## src/verilog/test_pattern_pkg.sv

```systemverilog
////////////////////
// test pattern shared definitions
// pixel, coordinate and sample types plus
// the fixed grey level and i2s framing constants
////////////////////

`default_nettype none

package test_pattern_pkg;

    ////////////////////
    // video types

    // raster or screen coordinate
    typedef logic [9:0] coord_t;

    // 8 bits per channel with red in the top byte
    typedef logic [23:0] rgb_t;

    // square direction on one axis
    typedef enum logic {
        DIR_NEG = 1'b0,
        DIR_POS = 1'b1
    } dir_t;

    // background level per channel
    localparam logic [7:0] GREY_LEVEL = 8'd60;

    ////////////////////
    // audio types

    // two's complement pcm sample
    typedef logic signed [15:0] sample_t;

    // i2s channel that follows the lrck level
    typedef enum logic {
        CH_LEFT  = 1'b0,
        CH_RIGHT = 1'b1
    } channel_t;

    // sclk periods per lrck half period
    localparam int BITS_PER_CHANNEL = 32;

    // mclk cycles per sclk period
    localparam int SCLK_DIV = 4;

endpackage

`default_nettype wire
```

## src/verilog/video_timing.sv

```systemverilog
////////////////////
// video raster timing
// free running line and frame counters with registered
// sync pulses, data enable and visible coordinates
////////////////////

`timescale 1ns/1ns
`default_nettype none

module video_timing #(
    parameter int H_TOTAL  = 400,
    parameter int H_ACTIVE = 320,
    parameter int H_BPORCH = 10,
    parameter int V_TOTAL  = 512,
    parameter int V_ACTIVE = 240,
    parameter int V_BPORCH = 10
) (
    input  wire                      audgen_mclk,
    input  wire                      reset_n,
    output logic                     line_de,
    output logic                     line_hs,
    output logic                     line_vs,
    output logic                     frame_start,
    output test_pattern_pkg::coord_t vis_x,
    output test_pattern_pkg::coord_t vis_y
);

    // counter limits and window edges
    localparam test_pattern_pkg::coord_t H_LAST  = test_pattern_pkg::coord_t'(H_TOTAL - 1);
    localparam test_pattern_pkg::coord_t V_LAST  = test_pattern_pkg::coord_t'(V_TOTAL - 1);
    localparam test_pattern_pkg::coord_t H_START = test_pattern_pkg::coord_t'(H_BPORCH);
    localparam test_pattern_pkg::coord_t V_START = test_pattern_pkg::coord_t'(V_BPORCH);
    localparam test_pattern_pkg::coord_t H_END   = test_pattern_pkg::coord_t'(H_BPORCH + H_ACTIVE);
    localparam test_pattern_pkg::coord_t V_END   = test_pattern_pkg::coord_t'(V_BPORCH + V_ACTIVE);
    // hs lands a few cycles after vs
    localparam test_pattern_pkg::coord_t HS_POS  = test_pattern_pkg::coord_t'(3);

    test_pattern_pkg::coord_t h_count;
    test_pattern_pkg::coord_t v_count;
    logic                     h_last;
    logic                     v_last;
    logic                     h_window;
    logic                     v_window;

    assign h_last   = (h_count == H_LAST);
    assign v_last   = (v_count == V_LAST);
    // back porch plus active region
    assign h_window = (h_count >= H_START) && (h_count < H_END);
    assign v_window = (v_count >= V_START) && (v_count < V_END);

    ////////////////////
    // raster counters
    always_ff @(posedge audgen_mclk or negedge reset_n) begin
        if (!reset_n) begin
            h_count <= '0;
            v_count <= '0;
        end else begin
            h_count <= h_count + 1'b1;
            if (h_last) begin
                h_count <= '0;
                // next line, wrap at end of frame
                if (v_last) begin
                    v_count <= '0;
                end else begin
                    v_count <= v_count + 1'b1;
                end
            end
        end
    end

    ////////////////////
    // registered decode
    always_ff @(posedge audgen_mclk or negedge reset_n) begin
        if (!reset_n) begin
            line_de <= 1'b0;
            line_hs <= 1'b0;
            line_vs <= 1'b0;
        end else begin
            // new frame at the very first count
            line_vs <= (h_count == '0) && (v_count == '0);
            line_hs <= (h_count == HS_POS);
            line_de <= h_window && v_window;
        end
    end

    // coordinates relative to the visible area
    always_ff @(posedge audgen_mclk or negedge reset_n) begin
        if (!reset_n) begin
            vis_x <= '0;
            vis_y <= '0;
        end else begin
            vis_x <= h_count - H_START;
            vis_y <= v_count - V_START;
        end
    end

    // motion logic steps on the vs pulse
    assign frame_start = line_vs;

    // hs follows vs by exactly 3 cycles and never shares its cycle
    assert property (@(posedge audgen_mclk) disable iff (!reset_n)
        line_vs |-> !line_hs [*3] ##1 line_hs);

endmodule

`default_nettype wire

```

## config.mk

```make
export PLATFORM = sky130hd
export DESIGN_NAME = video_timing
export DESIGN_NICKNAME = d
export VERILOG_FILES = /design/src/verilog/test_pattern_pkg.sv /design/src/verilog/video_timing.sv
export SDC_FILE = /design/constraint.sdc
export NUM_CORES = 1
export LEC_CHECK = 0
export ABC_AREA = 1
export BUFFER_PORTS_ARGS = -buffer_cell sky130_fd_sc_hd__buf_4
export CORE_UTILIZATION = 25
export CTS_CLUSTER_SIZE = 30
export DETAILED_ROUTE_END_ITERATION = 8
export PLACE_DENSITY = 0.44
export SLEW_MARGIN = 5
export SYNTH_ARGS = -nofsm -noshare
export SYNTH_HDL_FRONTEND = slang
export SYNTH_SLANG_ARGS = --single-unit
export TNS_END_PERCENT = 20
```

## constraint.sdc

```tcl
create_clock -name audgen_mclk -period 1.74 [get_ports audgen_mclk]
set_input_delay 0.087 -clock audgen_mclk [delete_from_list [all_inputs] [get_ports audgen_mclk]]
set_output_delay 0.087 -clock audgen_mclk [all_outputs]
set_load 0.01 [all_outputs]
```

==> metrics, run 1 <==
status=finished clean; met2 routed WL=1.95 mm; Die ar.=8910 um^2; fraction of layout cells with a size suffix above 1=15.7%; critical path class=reg -> reg; clk_skew=0.00471 ns; CP Cell Sequence=ha_1 > inv_1 > nor2_4 > nand3_2 > nor2_4 > inv_1 > nand2_1 > nand2_1; Switching Share=21.3%; die height=94.4 um; Worst R2R Path Depth=8; Post-Syn Nets=256; reg2reg setup slack=0.14 ns; gpl congestion=0.780; Ports=26; LEAKAGE=1.25 nW; synth top area cells=dfrtp_1 50%, nand2_1 7.7%, nor2_1 7.0%, xor2_1 6.6%, inv_1 6.3%; first-pass GRT wire length=7.76 mm; Clock Sinks=43; critical path fanouts, max=14; met3 WL=171 um; ANT cells=0; worst path required time=1.93 ns; clock root buffer=clkbuf_8; main flop type after synthesis=dfrtp_1; worst skew pair latency=0.29 ns; sequential share of the synthesized area=50.4%; CP peak stage delay=0.41 ns; Num CTS Buffers=5; worst-margin pin slew=0.566 ns; post-synth top area share=50.4%; top cells by count, synth=44 x nand2_1, 43 x dfrtp_1, 40 x nor2_1; number of library cell types mapped by synthesis=21; Post-Syn Area=2130 um^2; worst r2r dst=v_count[9]; critical path arrival=1.78 ns; Area growth syn-to-layout=20.1%; sw power=342 uW; Synth Register Bits=43; CTS tree=yes; I/O Buffers=25; drt drc=0; clock power share=36.7%; Startpoint Class=flip-flop; FILL cells=889; Fin. Hold Viols=0; # rows=33; min Tclk post-route=1.60 ns; H-Tree Depth=2; setup TNS=0 ns; worst min-delay path class=in -> async; via/cell ratio=4.26; grt total ovfl=0; Comb pwr share=1.4%; vias in the first global route=1,602; slowest stage cell, crit path=dfrtp_1; sequential share of power=61.9%; Post-Route WL=4.62 mm; pin count of the biggest net entering global routing=44; Tcrit/Tclk final=91.7%; Post-synth ARST share=100%; Clock Path Buffers=2; synth warn=0; Post-synth EDFFs=0; vias=1,642; RSZ-0062 raised after global routing=no; Mapped Cells=244; 1st-iter DRT viols=47; post-CTS setup buffers=0; Final Setup Violations=0; Peak Freq=0.627 GHz; max_slew headroom=62.3%; Core Region=8260 um^2; max layer used=met4; Clk pin slew, worst setup/hold paths=0.08 ns; final hold slack=0.328 ns; die width=94.4 um; Final Slew Violations=0; effective utilization at floorplan=25.8%; max cap viols=0; crit end category=flip-flop; Tot Pwr=1.61 mW; Int Power=1.27 mW; Post-Route M1 WL=2.44 mm; most frequent cell after synthesis=nand2_1; Peak VDD IR=0.000194 V; GRT Total Usage=11.4%; Worst R2R Start=h_count[0]; DP Wirelength=3.37 mm; initial antenna violation count=0; Avg Cell Area, Syn=8.75 um^2; pwr dens=629 nW/um^2; cell taking the most area after synthesis=dfrtp_1; DRT antenna net count=0; WL/cell=12.0 um; DR pass1 iterations=4; fin nets=293
## through the flow
stage / setup WS (ns) / area (um^2) / util (%) / std cells
2_1_floorplan: 0.378 / 2130 / - / 244
3_3_place_gp: 0.0712 / 2480 / 30.0 / 378
3_5_place_dp: 0.129 / 2480 / 30.0 / 378
4_1_cts: 0.0896 / 2560 / 31.0 / 385
5_1_grt: 0.00104 / 2560 / 31.0 / 385
6_report: 0.145 / 2560 / 31.0 / 385
## power groups by stage
stage,Combinational [mW],Sequential (mW),Clock [mW]
3_3_place_gp,0.0228,1.02,0
6_report,0.0226,0.998,0.591
2_1_floorplan,0.000000544,1.02,0
5_1_grt,0.0273,0.998,0.655
3_5_place_dp,0.0232,1.02,0
4_1_cts,0.0248,0.998,0.633
## per-layer routing
layer / GRT usage [%] / vias up
met1: 16.7 / 771
li1: - / 838
met4: 3.85 / 0
met3: 2.33 / 6
met5: 0 / -
met2: 16.5 / 27
## placed cells by master (no fill, tap or decap)
master         instances
a211oi_1               1
a21oi_1                1
buf_4                 33
clkbuf_1               1
clkbuf_8               5
dfrtp_1               42
dfrtp_2                1
dlygate4sd3_1          1
ha_1                  10
inv_1                 36
nand2_1               44
nand2_2                1
nand3_1               14
nand3_2                1
nand4_1               10
nand4_2                1
nor2_1                40
nor2_4                 2
nor3_1                 2
nor4_1                 1
o21ai_0               12
o21ai_1                2
xnor2_1                3
xor2_1                16
## critical path, delay by kind of cell, from the launching register on
| family | cells | cell delay (ns) |
|---|---|---|
| fa+ha+maj | 1 | 0.21 |
| buf+inv | 2 | 0.21 |
| flops | 1 | 0.41 |
| simple gates | 5 | 0.65 |
## kinds of logic (layout without fill, tap and decap cells)
kind of cell,after synthesis,count (layout),share of synthesized area (%)
fa+ha+maj,10,10,5.86
simple gates,116,116,24.2
flops,43,43,50.4
buf+inv,40,76,7.91
xor+xnor,19,19,7.80
compound gates,16,16,3.87
## worst max path at each step
stage,to,start
final,v_count[9],h_count[0]
after global routing,v_count[9],h_count[0]
after CTS,vis_y[9],v_count[1]
after detailed placement,vis_y[9],v_count[1]
after global placement,vis_y[9],v_count[1]
after floorplan,vis_y[9],v_count[1]
## layout make-up
| type | instances | area (um^2) | share of cell area [%] |
|---|---|---|---|
| clock buffers | 6 | 72.6 | 2.83 |
| inverters | 36 | 135 | 5.27 |
| multi-input cells | 161 | 890 | 34.7 |
| flip-flops and latches | 43 | 1080 | 42.0 |
| well taps | 105 | 131 | 5.12 |
| repair buffers | 34 | 258 | 10.1 |
## registers in the layout (all words and copies together) (netlist names)
name,count
frame_start,1
line_de,1
vis_y,10
vis_x,10
v_count,10
line_hs,1
h_count,10
## what timing repair did
action,CTS,global route
gates resized for setup,0,2
hold buffers,1,0
endpoints found under the hold margin,43,0
endpoints found under the setup margin,0,4
Note: power is estimated with default switching activity, not from simulation.
==> inputs of run 2 (changes only) <==
Clock period 1.74 ns to 1.85 ns, I/O delays scaled along.
==> run 2 against run 1 <==
Compared with the run above: first-iteration DRC count up 13%; die area unchanged; setup slack better by 0.093 ns; final area about the same; global-route usage up 0.29 points; fmax down 1.0%; register-to-register slack better by 0.09 ns; flip-flop and latch count unchanged; sequential share of layout area about the same; largest power group unchanged.
==> metrics, run 2 (synthesis results as in run 1) <==
status=finished clean (unchanged); CP peak stage delay=0.44 ns (was 0.41 ns); Num CTS Buffers=5 (unchanged); vias in the first global route=1,586 (was 1,602); Die ar.=8910 um^2 (unchanged); Ports=26 (unchanged); critical path class=reg -> reg (unchanged); GRT Total Usage=11.7% (was 11.4%); Peak VDD IR=0.000202 V (was 0.000194 V); clock root buffer=clkbuf_8 (unchanged); min Tclk post-route=1.61 ns (was 1.60 ns); first-pass GRT wire length=7.85 mm (was 7.76 mm); Placement Cell Area=2450 um^2 (was 2480 um^2); Tcrit/Tclk final=87.1% (was 91.7%); Clock Path Buffers=2 (unchanged); Tot Pwr=1.52 mW (was 1.61 mW); setup TNS=0 ns (unchanged); slowest stage cell, crit path=dfrtp_1 (unchanged); most frequent cells in the layout=44 x nand2_1, 43 x dfrtp_1, 40 x nor2_1, 36 x inv_1, 33 x buf_4 (was 44 x nand2_1, 42 x dfrtp_1, 40 x nor2_1, 36 x inv_1, 33 x buf_4); clk_skew=0.00948 ns (was 0.00471 ns); sequential share of power=61.8% (was 61.9%); fraction of layout cells with a size suffix above 1=15.4% (was 15.7%); sw power=326 uW (was 342 uW); pin count of the biggest net entering global routing=44 (unchanged); Startpoint Class=flip-flop (unchanged); die height=94.4 um (unchanged); DR pass1 iterations=4 (unchanged); CTS tree=yes (unchanged); clock power share=36.9% (was 36.7%); FILL cells=901 (was 889); worst-margin pin slew=0.549 ns (was 0.566 ns); pwr dens=593 nW/um^2 (was 629 nW/um^2); Switching Share=21.4% (was 21.3%); max_slew headroom=63.4% (was 62.3%); Area growth syn-to-layout=20.0% (was 20.1%); RSZ-0062 raised after global routing=no (unchanged); Fin. Hold Viols=0 (unchanged); Final Slew Violations=0 (unchanged); reg2reg setup slack=0.24 ns (was 0.14 ns); H-Tree Depth=2 (unchanged); worst path required time=2.03 ns (was 1.93 ns); critical path arrival=1.79 ns (was 1.78 ns); Final Setup Violations=0 (unchanged); ANT cells=0 (unchanged); Int Power=1.19 mW (was 1.27 mW); # rows=33 (unchanged); max cap viols=0 (unchanged); Clk pin slew, worst setup/hold paths=0.08 ns (about the same); worst skew pair latency=0.30 ns (was 0.29 ns); grt total ovfl=0 (unchanged); Clock Sinks=43 (unchanged); LEAKAGE=1.26 nW (was 1.25 nW); Core Region=8260 um^2 (unchanged); effective utilization at floorplan=25.8% (unchanged); DRT antenna net count=0 (unchanged); crit end category=flip-flop (unchanged); DP Wirelength=3.39 mm (was 3.37 mm); Peak Freq=0.620 GHz (was 0.627 GHz); fin nets=293 (unchanged); die width=94.4 um (unchanged); final hold slack=0.316 ns (was 0.328 ns); I/O Buffers=25 (unchanged); most common cell after layout, fill and taps aside=nand2_1 (unchanged); 1st-iter DRT viols=53 (was 47); critical path fanouts, max=6 (was 14); worst min-delay path class=in -> async (unchanged); via/cell ratio=4.21 (was 4.26); CP Cell Sequence=inv_1 > ha_1 > o21ai_0 > nor2_1 > xor2_1 (was ha_1 > inv_1 > nor2_4 > nand3_2 > nor2_4 > inv_1 > nand2_1 > nand2_1); Comb pwr share=1.4% (about the same); initial antenna violation count=0 (unchanged); Post-Route WL=4.60 mm (was 4.62 mm); WL/cell=12.0 um (about the same); drt drc=0 (unchanged); vias=1,622 (was 1,642); gpl congestion=0.797 (was 0.780); final instance area=2560 um^2 (about the same)
run 2: cell counts in the layout (fill, tap and decap cells not counted):
No cell type changed its count.
run 2: repair_timing:
item | CTS | global route
endpoints found under the hold margin | 43 | 0
endpoints found under the setup margin | 0 | 1
resized for setup | 0 | 0
hold buffers | 1 | 0
setup buffers | 0 | 4
run 2: path summary, 6_finish.rpt:
path | startpoint | end | depth (start not counted)
max | v_count[1] | vis_y[9] | 5
min in group audgen_mclk | h_count[0] | vis_x[0] | 0
min reg2reg | h_count[0] | vis_x[0] | 0
max reg2reg | v_count[1] | vis_y[9] | 5
max in group asynchronous | reset_n | vis_y[3] | 2
min | reset_n | vis_y[9] | 2
run 2: critical path, delay by kind of cell (launching register included):
kind	cells	cell delay, ns
buf+inv	1	0.12
xor+xnor	1	0.15
simple gates	1	0.12
flops	1	0.44
compound gates	1	0.41
fa+ha+maj	1	0.25
run 2: through the flow:
stage,setup slack [ns],utilization (%),cells
6_report,0.238,31.0,385
5_1_grt,0.0676,31.0,385
4_1_cts,0.184,30.7,381
3_5_place_dp,0.201,29.7,374
3_3_place_gp,0.169,29.7,374
2_1_floorplan,0.488,-,244
run 2: power by group through the flow:
stage / sequential [mW] / combinational [mW] / clock [mW]
5_1_grt: 0.939 / 0.0257 / 0.616
4_1_cts: 0.939 / 0.0228 / 0.583
3_3_place_gp: 0.958 / 0.0213 / 0
3_5_place_dp: 0.958 / 0.0215 / 0
2_1_floorplan: 0.958 / 0.000000544 / 0
6_report: 0.939 / 0.0207 / 0.560
run 2: cell type report:
type | count | area (um^2) | share of cell area (%)
timing repair buffer | 34 | 258 | 10.1
inverter | 36 | 135 | 5.27
multi-input combinational | 161 | 890 | 34.7
sequential | 43 | 1080 | 42.0
tap | 105 | 131 | 5.13
clock buffer | 6 | 72.6 | 2.83
run 2: layer usage:
metal  global-route usage, %  part of all wire (%)  vias up
li1                        -                     -      839
met1                    16.5                    49      734
met2                    17.3                    44       42
met3                    2.50                   4.6        7
met4                    4.62                   1.9        0
met5                       0                     0        -
==> inputs of run 3 (changes only) <==
Settings changed: ABC_AREA 1 to unset.
==> run 3 against run 2 <==
Compared with the run above: the flow now finishes with violations (negative setup slack); clock skew fell by 0.0043 ns; critical endpoint is now v_count[0]; register-to-register slack got worse by 0.29 ns; flip-flop and latch count did not move.
==> metrics, run 3 <==
worst path bufs/invs=0 (was 1); worst min-delay path class=in -> async (unchanged); Synth Register Bits=43 (unchanged); Final Setup Violations=2 (was 0); crit-path most repeated cell=or3_4; LEAKAGE=1.22 nW (was 1.26 nW); Num CTS Buffers=5 (unchanged); Ports=26 (unchanged); post-CTS setup buffers=0 (unchanged); min Tclk post-route=1.90 ns (was 1.61 ns); via/cell ratio=4.32 (was 4.21); failing checks=negative setup slack; fraction of layout cells with a size suffix above 1=33.3% (was 15.4%); storage element area=1080 um^2 (unchanged); I/O Buffers=25 (unchanged); Worst R2R Start=h_count[6] (was v_count[1]); WP depth=4 (was 5); status=finished with violations (was finished clean); pin count of the biggest net entering global routing=44 (unchanged); crit end category=flip-flop (unchanged); initial antenna violation count=0 (unchanged); effective utilization at floorplan=26.0% (was 25.8%); most frequent cell after synthesis=dfrtp_1 (was nand2_1); Area growth syn-to-layout=28.1% (was 20.0%); Die ar.=8440 um^2 (was 8910 um^2); RSZ-0062 raised after global routing=yes (was no); worst r2r dst=v_count[0] (was vis_y[9]); Tcrit/Tclk final=103% (was 87.1%); Fin. Hold Viols=0 (unchanged); Post-Syn Area=2020 um^2 (was 2130 um^2); Clock Sinks=43 (unchanged); main flop type after synthesis=dfrtp_1 (unchanged); DR pass1 iterations=4 (unchanged); Avg Cell Area, Syn=11.2 um^2 (was 8.75 um^2); Peak VDD IR=0.000226 V (was 0.000202 V); critical path fanouts, max=7 (was 6); Final Slew Violations=0 (unchanged); Clk pin slew, worst setup/hold paths=0.08 ns (about the same); cell taking the most area after synthesis=dfrtp_1 (unchanged); Post-Route WL=4.22 mm (was 4.60 mm); top cells by count, synth=43 x dfrtp_1, 14 x xor2_1, 13 x nor2_1 (was 44 x nand2_1, 43 x dfrtp_1, 40 x nor2_1); gpl congestion=0.749 (was 0.797); area of the multi-input gates=873 um^2 (was 890 um^2); crit path setup slack, layout=-0.0509 ns (was 0.238 ns); CP Cell Sequence=or3_4 > or4_4 > or3_4 > o21ai_2 (was inv_1 > ha_1 > o21ai_0 > nor2_1 > xor2_1); DP Wirelength=2.99 mm (was 3.39 mm); synth top area cells=dfrtp_1 53%, ha_1 6.2%, xor2_1 6.1%, xnor2_1 5.2%, nor2_1 2.4% (was dfrtp_1 50%, nand2_1 7.7%, nor2_1 7.0%, xor2_1 6.6%, inv_1 6.3%); FILL cells=829 (was 901); CP startpoint=h_count[6] (was v_count[1]); post-synth top area share=53.3% (was 50.4%); Top delay family on crit path=simple AND/OR/NAND/NOR gates (was flip-flops); most frequent cells in the layout=49 x buf_4, 43 x dfrtp_1, 14 x xor2_1 (was 44 x nand2_1, 43 x dfrtp_1, 40 x nor2_1, 36 x inv_1, 33 x buf_4); max cap viols=0 (unchanged); sw power=332 uW (was 326 uW); Peak Freq=0.526 GHz (was 0.620 GHz); worst skew pair latency=0.29 ns (was 0.30 ns); die height=91.9 um (was 94.4 um); Int Power=1.23 mW (was 1.19 mW); slowest stage cell, crit path=or4_4 (was dfrtp_1); GRT Total Usage=11.0% (was 11.7%); reg2reg setup slack=-0.05 ns (was 0.24 ns); die width=91.9 um (was 94.4 um); Post-synth EDFFs=0 (unchanged); DRT antenna net count=0 (unchanged); sequential share of the synthesized area=53.3% (was 50.4%); dpl ws=-0.0168 ns (was 0.201 ns); Post-synth ARST share=100% (unchanged); critical path class=reg -> reg (unchanged); clk_skew=0.00518 ns (was 0.00948 ns); vias in the first global route=1,418 (was 1,586); Core Region=7770 um^2 (was 8260 um^2); worst-margin pin slew=0.566 ns (was 0.549 ns); pwr dens=605 nW/um^2 (was 593 nW/um^2); most common cell after layout, fill and taps aside=buf_4 (was nand2_1); CTS tree=yes (unchanged); sequential share of power=59.9% (was 61.8%); vias=1,412 (was 1,622); first-pass GRT wire length=7.07 mm (was 7.85 mm); H-Tree Depth=2 (unchanged); Post-Syn Nets=193 (was 256); drt drc=0 (unchanged); grt total ovfl=0 (unchanged); synth warn=0 (unchanged); CP peak stage delay=0.60 ns (was 0.44 ns); fin nets=237 (was 293); Comb pwr share=1.4% (about the same); worst path required time=2.08 ns (was 2.03 ns); Clock Path Buffers=2 (unchanged); 1st-iter DRT viols=34 (was 53); Switching Share=21.2% (was 21.4%); Worst Setup EP=v_count[0] (was vis_y[9]); max_slew headroom=62.3% (was 63.4%); WL/cell=12.9 um (was 12.0 um); Worst R2R Path Depth=4 (was 5); clock power share=38.7% (was 36.9%); # rows=32 (was 33); Mapped Cells=181 (was 244); number of library cell types mapped by synthesis=38 (was 21); clock root buffer=clkbuf_8 (unchanged); ANT cells=0 (unchanged); Startpoint Class=flip-flop (unchanged); setup TNS=-0.0730 ns (was 0 ns); critical path arrival=2.13 ns (was 1.79 ns)
==> run 3: kinds of logic (layout without fill, tap and decap cells) <==
family          after synthesis  after routing  share of synthesized area, %
simple gates                 60             60                          17.1
mux                           1              1                         0.558
xor+xnor                     26             26                          11.3
flops                        43             43                          53.3
fa+ha+maj                    10             10                          6.20
compound gates               18             18                          6.07
buf+inv                      23             67                          5.51
==> run 3: worst min path at each step <==
stage               slack, ns     from     endpoint  cells past startpoint
global route             0.37  reset_n      line_de                      2
detailed placement       0.13  reset_n     vis_y[5]                      1
CTS                      0.35  reset_n     vis_y[5]                      2
global placement         0.13  reset_n     vis_y[5]                      1
floorplan               -0.20  reset_n  frame_start                      0
finish                   0.34  reset_n     vis_y[5]                      2
==> run 3: area by class of cell <==
| class | count | area share, % |
|---|---|---|
| flip-flops and latches | 43 | 41.6 |
| multi-input cells | 115 | 33.8 |
| repair buffers | 51 | 15.0 |
| well taps | 102 | 4.93 |
| clock buffers | 6 | 3.19 |
| inverters | 9 | 1.31 |
| clock inverters | 1 | 0.193 |
==> run 3: power groups by stage <==
stage	Clock (mW)	Combinational, mW	Sequential (mW)
floorplan	0	0.000000428	0.958
global placement	0	0.0214	0.958
detailed placement	0	0.0217	0.958
CTS	0.632	0.0231	0.939
global route	0.674	0.0262	0.939
finish	0.606	0.0214	0.939
==> run 3: timing repair <==
action,4_1_cts,5_1_grt
hold endpoints to repair,43,0
pin swaps,0,5
setup endpoints to repair,5,9
hold buffers,1,0
gates resized for setup,3,6
==> run 3: routing by layer <==
| metal | global-route usage [%] | up-vias | wire [um] |
|---|---|---|---|
| li1 | - | 692 | - |
| met1 | 14.9 | 694 | 2090 |
| met2 | 17.0 | 19 | 1950 |
| met3 | 2.24 | 7 | 115 |
| met4 | 4.30 | 0 | 70 |
| met5 | 0 | - | 0 |
==> run 3: stage by stage <==
| stage | hold WS, ns | util (%) | cell area [um^2] | total power, mW | std cells |
|---|---|---|---|---|---|
| final | 0.336 | 33.3 | 2590 | 1.57 | 327 |
| after floorplan | -0.203 | - | 2020 | 0.958 | 181 |
| after global placement | 0.128 | 31.5 | 2440 | 0.979 | 319 |
| after CTS | 0.353 | 32.9 | 2560 | 1.59 | 327 |
| after global routing | 0.375 | 33.3 | 2590 | 1.64 | 327 |
| after detailed placement | 0.132 | 31.5 | 2440 | 0.979 | 319 |
